==> config.mk <==
export PLATFORM = sky130hd
export DESIGN_NAME = chiptune_player
export DESIGN_NICKNAME = d
export VERILOG_FILES = /design/src/source/tune_pkg.sv /design/src/source/synth_pkg.sv /design/src/source/tune_sequencer.sv /design/src/source/note_to_step.sv /design/src/source/alu_program.sv /design/src/source/synth_alu.sv /design/src/source/chiptune_player.sv
export SDC_FILE = /design/constraint.sdc
export NUM_CORES = 1
export LEC_CHECK = 0
export BUFFER_PORTS_ARGS = -buffer_cell sky130_fd_sc_hd__buf_4
export CORE_MARGIN = 2
export CORE_UTILIZATION = 59
export DETAILED_ROUTE_END_ITERATION = 7
export PLACE_DENSITY = 0.78
export SLEW_MARGIN = 20
export SYNTH_ARGS = -nofsm -noshare
export SYNTH_HDL_FRONTEND = slang
export SYNTH_SLANG_ARGS = --single-unit
==> constraint.sdc <==
create_clock -name clk -period 4.5 [get_ports clk]
set_input_delay 0 -clock clk [delete_from_list [all_inputs] [get_ports clk]]
set_output_delay 0 -clock clk [all_outputs]
set_load 0.02 [all_outputs]
==> src/source/tune_pkg.sv <==
// ------------------------------------------------
// tune description for the two-voice player
// note encoding, track timing and the fixed tune tables,
// shared by the sequencer, the pitch units and the testbench
// ------------------------------------------------
package tune_pkg;

	// upper nibble octave (bigger = lower pitch), lower nibble semitone
	typedef logic [7:0] note_t;

	localparam logic [3:0] OCT_SILENT = 4'hf;
	localparam note_t NOTE_SILENT = {OCT_SILENT, 4'h0};

	// track timing
	// ------------------------------------------------
	localparam int TRACK_LOG2_WAIT = 5; // 32 samples per chord
	localparam int TRACK_POS_BITS = 2; // four chords per loop
	localparam int BASS_POS_BITS = 4;
	localparam int BASS_LOG2_WAIT = TRACK_LOG2_WAIT - BASS_POS_BITS; // 16 bass steps per chord
	localparam int SAMPLE_COUNTER_BITS = TRACK_LOG2_WAIT + TRACK_POS_BITS + 1;

	typedef logic [SAMPLE_COUNTER_BITS-1:0] sample_count_t;

	// tune tables, indexed by track position
	// ------------------------------------------------
	localparam note_t CHORD_ROOTS [4] = '{8'h10, 8'h27, 8'h25, 8'h21}; // C1 G0 F0 Db0
	localparam note_t CHORD_ROOT_ALT = 8'h28; // Ab0, last chord with chords off

	localparam note_t BASS_NOTE1 [4] = '{8'h30, 8'h32, 8'h30, 8'h35};
	localparam note_t BASS_NOTE2 [4] = '{8'h37, 8'h37, 8'h35, 8'h38};

	// mantissa table
	// full values are 8 bits with the msb always set; the msb is dropped on lookup
	localparam int MANTISSA_BITS = 7;
	localparam logic [7:0] MANTISSA_TABLE [16] = '{
		8'd246, 8'd232, 8'd219, 8'd207,
		8'd195, 8'd184, 8'd174, 8'd164,
		8'd155, 8'd146, 8'd138, 8'd130,
		8'd0, 8'd0, 8'd0, 8'd0 // unused semitones
	};

endpackage

==> src/source/synth_pkg.sv <==
// ------------------------------------------------
// microcoded ALU definitions
// word width, operand and destination encodings, the
// instruction format and the program length per sample
// ------------------------------------------------
package synth_pkg;

	localparam int A_BITS = 12;
	typedef logic [A_BITS-1:0] word_t;

	localparam int PROG_LEN = 8; // instructions per sample
	typedef logic [$clog2(PROG_LEN)-1:0] step_idx_t;

	// operand sources
	// ------------------------------------------------
	typedef enum logic {
		A_ZERO,
		A_ACC
	} a_src_t;

	typedef enum logic [2:0] {
		S_ZERO,
		S_PHASE_CHORD,
		S_PHASE_BASS,
		S_STEP_CHORD,
		S_STEP_BASS
	} s_src_t;

	// register file
	// ------------------------------------------------
	localparam int REG_PHASE_CHORD = 0;
	localparam int REG_PHASE_BASS = 1;
	localparam int REG_OUTPUT = 2;
	localparam int NUM_REGS = 3;

	typedef logic [NUM_REGS-1:0] dest_mask_t;

	localparam dest_mask_t DEST_NONE = '0;
	localparam dest_mask_t DEST_PHASE_CHORD = dest_mask_t'(1 << REG_PHASE_CHORD);
	localparam dest_mask_t DEST_PHASE_BASS = dest_mask_t'(1 << REG_PHASE_BASS);
	localparam dest_mask_t DEST_OUTPUT = dest_mask_t'(1 << REG_OUTPUT);

	// one microinstruction
	typedef struct packed {
		a_src_t a_src;
		s_src_t s_src;
		logic update_acc; // acc <= a + s
		dest_mask_t dest_mask; // regs <= acc (old value)
	} instr_t;

	localparam instr_t INSTR_NOP = '{
		a_src: A_ZERO,
		s_src: S_ZERO,
		update_acc: 1'b0,
		dest_mask: DEST_NONE
	};

endpackage

==> src/source/tune_sequencer.sv <==
// ------------------------------------------------
// tune sequencer
// counts samples and picks the chord and bass notes
// for the current track and bass position
// ------------------------------------------------
module tune_sequencer import tune_pkg::*; (
	input logic clk,
	input logic reset,
	input logic sample_done, // last step of a sample
	input logic chords_on,
	input logic simple_bass,
	input logic silence,
	output note_t chord_note,
	output note_t bass_note
);

	sample_count_t sample_count;
	logic [TRACK_POS_BITS-1:0] track_pos;
	logic [BASS_POS_BITS-1:0] bass_pos;
	logic chord_gap;
	note_t root;
	note_t note1;
	note_t note2;

	// sample counter, advances once per finished sample
	always_ff @(posedge clk) begin
		if (reset) begin
			sample_count <= '0;
		end else if (sample_done) begin
			sample_count <= sample_count + 1'b1; // wraps after two loops
		end
	end

	assign track_pos = sample_count[TRACK_LOG2_WAIT +: TRACK_POS_BITS];
	assign bass_pos = sample_count[BASS_LOG2_WAIT +: BASS_POS_BITS];
	assign chord_gap = (bass_pos < 2); // short rest at each chord start

	// chord voice
	// ------------------------------------------------
	always_comb begin
		root = CHORD_ROOTS[track_pos];
		if (track_pos == 2'd3 && !chords_on) root = CHORD_ROOT_ALT;
		chord_note = (silence || chord_gap) ? NOTE_SILENT : root;
	end

	// bass voice
	// ------------------------------------------------
	assign note1 = BASS_NOTE1[track_pos];
	assign note2 = BASS_NOTE2[track_pos];

	always_comb begin
		bass_note = NOTE_SILENT; // rest unless a pattern hits
		if (simple_bass) begin
			case (bass_pos)
				0, 2, 4, 8, 12, 14: bass_note = note1;
				1, 6, 10, 13: bass_note = note2;
				default: bass_note = NOTE_SILENT;
			endcase
		end else if (track_pos != 2'd3) begin
			case (bass_pos)
				0, 2, 4, 5, 8, 12, 13: bass_note = note1;
				1, 6, 10, 14: bass_note = note2;
				default: bass_note = NOTE_SILENT;
			endcase
		end else begin
			// last chord gets its own groove
			case (bass_pos)
				0, 4, 8, 9, 12: bass_note = note1;
				2, 6, 10, 14: bass_note = note2;
				default: bass_note = NOTE_SILENT;
			endcase
		end
		if (silence) bass_note = NOTE_SILENT;
	end

endmodule

==> src/source/note_to_step.sv <==
// ------------------------------------------------
// note to phase increment
// mantissa lookup plus octave shift, combinational;
// a silent octave yields a zero step
// ------------------------------------------------
module note_to_step import tune_pkg::*, synth_pkg::*; (
	input note_t note,
	output word_t step
);

	localparam int PAD_BITS = A_BITS - 1 - MANTISSA_BITS; // low zeros below mantissa

	logic [3:0] octave;
	logic [3:0] semitone;
	logic [MANTISSA_BITS-1:0] mantissa;
	word_t unshifted;

	assign octave = note[7:4];
	assign semitone = note[3:0];

	// rom read, keep the low bits only
	assign mantissa = MANTISSA_TABLE[semitone][MANTISSA_BITS-1:0];

	// mantissa in the upper bits of an 11-bit field, msb of word stays clear
	assign unshifted = {1'b0, mantissa, {PAD_BITS{1'b0}}};

	// one octave down per shift
	assign step = (octave == OCT_SILENT) ? '0 : (unshifted >> octave);

endmodule

==> src/source/alu_program.sv <==
// ------------------------------------------------
// microprogram sequencer
// steps through the eight-instruction program once per
// sample and flags the last step
// ------------------------------------------------
module alu_program import synth_pkg::*; (
	input logic clk,
	input logic reset,
	output instr_t instr,
	output logic sample_done
);

	step_idx_t step;
	instr_t rom_instr;

	always_ff @(posedge clk) begin
		if (reset) begin
			step <= '0;
		end else if (step == step_idx_t'(PROG_LEN - 1)) begin
			step <= '0;
		end else begin
			step <= step + 1'b1;
		end
	end

	// microcode rom
	// ------------------------------------------------
	always_comb begin
		rom_instr = INSTR_NOP;
		case (step)
			// chord phase += chord step
			3'd0: rom_instr = '{A_ZERO, S_PHASE_CHORD, 1'b1, DEST_NONE};
			3'd1: rom_instr = '{A_ACC, S_STEP_CHORD, 1'b1, DEST_NONE};
			// store chord, then bass phase += bass step
			3'd2: rom_instr = '{A_ZERO, S_PHASE_BASS, 1'b1, DEST_PHASE_CHORD};
			3'd3: rom_instr = '{A_ACC, S_STEP_BASS, 1'b1, DEST_NONE};
			// store bass, then mix both phases
			3'd4: rom_instr = '{A_ZERO, S_PHASE_CHORD, 1'b1, DEST_PHASE_BASS};
			3'd5: rom_instr = '{A_ACC, S_PHASE_BASS, 1'b1, DEST_NONE};
			3'd6: rom_instr = '{A_ZERO, S_ZERO, 1'b0, DEST_OUTPUT}; // publish the mix
			default: rom_instr = INSTR_NOP; // idle slot
		endcase
	end

	assign instr = reset ? INSTR_NOP : rom_instr;
	assign sample_done = (step == step_idx_t'(PROG_LEN - 1));

endmodule

==> src/source/synth_alu.sv <==
// ------------------------------------------------
// 12-bit ALU with accumulator and register file
// executes one microinstruction per clock; the output
// register holds the latest mixed sample
// ------------------------------------------------
module synth_alu import synth_pkg::*; (
	input logic clk,
	input logic reset,
	input instr_t instr,
	input word_t chord_step,
	input word_t bass_step,
	output word_t sample
);

	word_t acc; // accumulator
	word_t regs [NUM_REGS]; // chord phase, bass phase, output
	word_t a_val;
	word_t s_val;
	word_t sum;

	// operand selection
	// ------------------------------------------------
	always_comb begin
		case (instr.a_src)
			A_ACC: a_val = acc;
			default: a_val = '0;
		endcase
	end

	always_comb begin
		case (instr.s_src)
			S_PHASE_CHORD: s_val = regs[REG_PHASE_CHORD];
			S_PHASE_BASS: s_val = regs[REG_PHASE_BASS];
			S_STEP_CHORD: s_val = chord_step;
			S_STEP_BASS: s_val = bass_step;
			default: s_val = '0;
		endcase
	end

	assign sum = a_val + s_val; // wraps mod 4096

	// state update
	// ------------------------------------------------
	always_ff @(posedge clk) begin
		if (reset) begin
			acc <= '0;
		end else if (instr.update_acc) begin
			acc <= sum;
		end
	end

	// register writes take acc before this clock's update
	genvar i;
	generate
		for (i = 0; i < NUM_REGS; i++) begin : g_regs
			always_ff @(posedge clk) begin
				if (reset) begin
					regs[i] <= '0;
				end else if (instr.dest_mask[i]) begin
					regs[i] <= acc;
				end
			end
		end
	endgenerate

	assign sample = regs[REG_OUTPUT];

endmodule

==> src/source/chiptune_player.sv <==
// ------------------------------------------------
// two-voice chiptune player, top level
// static controls in, one 12-bit sample every eight
// clocks out, flagged by sample_valid
// ------------------------------------------------
module chiptune_player import tune_pkg::*, synth_pkg::*; (
	input logic clk,
	input logic reset,
	input logic chords_on,
	input logic simple_bass,
	input logic silence,
	output word_t sample,
	output logic sample_valid
);

	note_t chord_note;
	note_t bass_note;
	word_t chord_step;
	word_t bass_step;
	instr_t instr;
	logic sample_done;

	tune_sequencer u_sequencer (
		.clk(clk),
		.reset(reset),
		.sample_done(sample_done),
		.chords_on(chords_on),
		.simple_bass(simple_bass),
		.silence(silence),
		.chord_note(chord_note),
		.bass_note(bass_note)
	);

	note_to_step u_chord_step (.note(chord_note), .step(chord_step));
	note_to_step u_bass_step (.note(bass_note), .step(bass_step));

	alu_program u_program (
		.clk(clk),
		.reset(reset),
		.instr(instr),
		.sample_done(sample_done)
	);

	synth_alu u_alu (
		.clk(clk),
		.reset(reset),
		.instr(instr),
		.chord_step(chord_step),
		.bass_step(bass_step),
		.sample(sample)
	);

	// valid during step 0, output written at end of step 6
	always_ff @(posedge clk) begin
		if (reset) begin
			sample_valid <= 1'b0;
		end else begin
			sample_valid <= sample_done;
		end
	end

endmodule

==> results.json <==
{
  "finalSetupViolCount": 0,
  "cap_violations": 0,
  "power.total_mw": 1.26,
  "power_density_nw_per_um2": 296,
  "final_nets": 453,
  "initial_utilization": 0.613,
  "place_area_um2": 4050,
  "final_cell_mix": "nand2_1, edfxtp_1, ha_1",
  "fp.dieW_um": 85.4,
  "drt-initial-drc-count": 293,
  "avgSynthCellArea_um2": 9.57,
  "grt.total_usage": 0.254,
  "peakVddDrop_uv": 220,
  "cp-start-kind": "flop",
  "hold_viol_final": 0,
  "slowest_stage": "dfxtp_1",
  "final_area_um2": 4270,
  "worst-path-buf-inv": 0,
  "synth_edf_count": 36,
  "synth-main-ff-cell": "edfxtp_1",
  "crit_chain": "nor3_2 -> or2_1 -> or3_1 -> ha_1 -> nand2_1 -> a21o_1 -> a21oi_1 -> a222oi_1 -> o21ai_0 -> ha_1 -> o21ai_0 -> o21bai_1 -> o21ai_1 -> nand3_2 -> and4bb_1 -> a211o_1",
  "worstPathArrival_ns": 4.36,
  "wl_per_cell_um": 17.8,
  "async_reset_ff_frac": 0,
  "finClkSkew_ns": 0.00820,
  "layout_commonest_cell": "nand2_1",
  "gp_congestion": 0.921,
  "ant_nets": 0,
  "layout-drive-gt1-share": 0.123,
  "drc": 0,
  "dr.pass1.iters": 5,
  "max_freq_ghz": 0.242,
  "cts_sinks": 59,
  "ys_seq_elements": 59,
  "path_clk_slew_ns": 0.06,
  "grt_pass1_wl_um": 14400,
  "fp.dieArea_um2": 7300,
  "fillCellCount": 530,
  "grt-ovfl-total": 0,
  "wirelength_um": 8880,
  "grt_pass1_vias": 2909,
  "cts_buffers": 9,
  "period_share": 0.917,
  "critPathTopFamily": "compound AO/OA/AOI/OAI gates",
  "crit_type": "reg -> reg",
  "coreArea_um2": 6390,
  "hp-class": "in -> reg",
  "vias": 3155,
  "viasPerCell": 6.32,
  "clock_latency_ns": 0.34,
  "io_buffers": 17,
  "areaGrowthSynthToFinish_pct": 8.98,
  "antenna_found_initial": 0,
  "r2r_slack_ns": 0.37,
  "cts_resized": 0,
  "hold_slack_ns": 0.0222,
  "final_max_slew_viol_count": 0,
  "antenna-diode-count": 0,
  "syn_nets": 445,
  "critPathCaptureType": "flop",
  "crit_fanout": 9,
  "worst_pin_slew_ns": 1.05,
  "synthCells": 409,
  "dp.final_hpwl_um": 6270,
  "pin_count": 18,
  "leakage_nw": 1.81,
  "period_minus_slack_ns": 4.13,
  "die_y_um": 85.4,
  "num_rows": 29,
  "required_ns": 4.73,
  "postCtsHoldBufs": 0,
  "grt_max_degree": 30,
  "synth_warnings": 0,
  "rsz0062_at_grt": "no",
  "slowest_delay_ns": 0.59,
  "finalSetupTns_ns": 0,
  "htreeDepth": 3,
  "root_buffer": "clkbuf_8",
  "post_cts_buffers": 0,
  "synth-seq-area-share": 0.394,
  "slew_headroom": 0.297,
  "cts_tree": "built",
  "status": "finished clean",
  "synth_area_um2": 3910,
  "yosysUniqueCellTypes": 64,
  "cts_buffer_depth": 2
}
-- sequential cells by signal (all words and copies together) (netlist names) --
name and cells:
sample_valid 1, u_alu.acc 12, u_alu.regs 36, u_program.step 3
u_sequencer.sample_count 7
-- path summary, 6_finish.rpt --
check,from,to,cells after the start
worst max-delay path,u_sequencer.sample_count[3],u_alu.acc[11],16
worst min-delay path,reset,u_sequencer.sample_count[3],2
worst max register to register,u_sequencer.sample_count[3],u_alu.acc[11],16
worst min register to register,u_alu.acc[1],u_alu.acc[1],2
-- kinds of logic after synthesis --
group	after synthesis	synth area share
AO/OA/AOI/OAI	100	0.186
buffers and inverters	42	0.0476
adder cells (fa/ha/maj)	31	0.101
multiplexers	8	0.0208
XOR/XNOR	11	0.0294
flip-flops	59	0.394
AND/OR/NAND/NOR	158	0.221
-- cell type report --
| cell class | count | area, µm² | area share |
|---|---|---|---|
| multi-input cells | 308 | 2190 | 0.512 |
| clock inverters | 7 | 92.6 | 0.0217 |
| well taps | 77 | 96.3 | 0.0226 |
| flip-flops and latches | 59 | 1540 | 0.361 |
| clock buffers | 9 | 124 | 0.0290 |
| inverters | 18 | 67.6 | 0.0158 |
| repair buffers | 21 | 158 | 0.0370 |
-- worst reg2reg max path, delay by kind of cell, from the launching register on --
family	cells	cell delay [ns]
AOI/OAI and AO/OA	8	1.49
adders and majority gates	2	0.63
DFF	1	0.59
and+or+nand+nor	6	1.31
-- power by group --
group | switching [mW] | total [mW] | internal (mW)
registers | 0.0158 | 0.613 | 0.597
logic | 0.0812 | 0.124 | 0.0432
clock network | 0.215 | 0.524 | 0.309
-- synthesized netlist by cell type, types with 3 or more instances --
library cell | count | area (µm²)
a21oi_1 | 22 | 110
dfxtp_1 | 23 | 460
inv_1 | 18 | 67.6
o22ai_1 | 4 | 25.0
o21ai_1 | 5 | 25.0
o211ai_1 | 7 | 52.6
o21bai_1 | 3 | 22.5
nor2b_1 | 6 | 37.5
clkbuf_1 | 15 | 56.3
nand2_1 | 39 | 146
nand2b_1 | 4 | 25.0
a21o_1 | 7 | 52.6
edfxtp_1 | 36 | 1080
o21a_1 | 3 | 22.5
a211oi_1 | 6 | 45.0
o21ai_0 | 11 | 55.1
ha_1 | 30 | 375
mux2i_1 | 7 | 70.1
a222oi_1 | 6 | 60.1
a32oi_1 | 3 | 26.3
xnor2_1 | 7 | 61.3
or2_1 | 3 | 18.8
nor3_1 | 6 | 30.0
nand4_1 | 4 | 25.0
nor2_1 | 26 | 97.6
and2_1 | 26 | 163
buf_6 | 3 | 33.8
or3_1 | 5 | 31.3
buf_1 | 3 | 11.3
o221ai_1 | 3 | 26.3
and3_1 | 24 | 150
a22oi_1 | 3 | 22.5
xor2_1 | 3 | 26.3
-- per-stage QoR --
stage,utilization,instances,setup WS (ns)
2_1_floorplan,-,409,0.853
3_3_place_gp,0.634,483,0.572
3_5_place_dp,0.634,483,0.483
4_1_cts,0.668,499,0.423
5_1_grt,0.668,499,0.0300
6_report,0.668,499,0.371
-- routing by layer --
metal	GRT usage	share of wire	wire length (µm)
met1	0.348	0.45	4040
met2	0.404	0.48	4270
met3	0.0506	0.045	402
met5	0	0	0
met4	0.0880	0.020	174
Note: power is estimated with default switching activity, not from simulation.
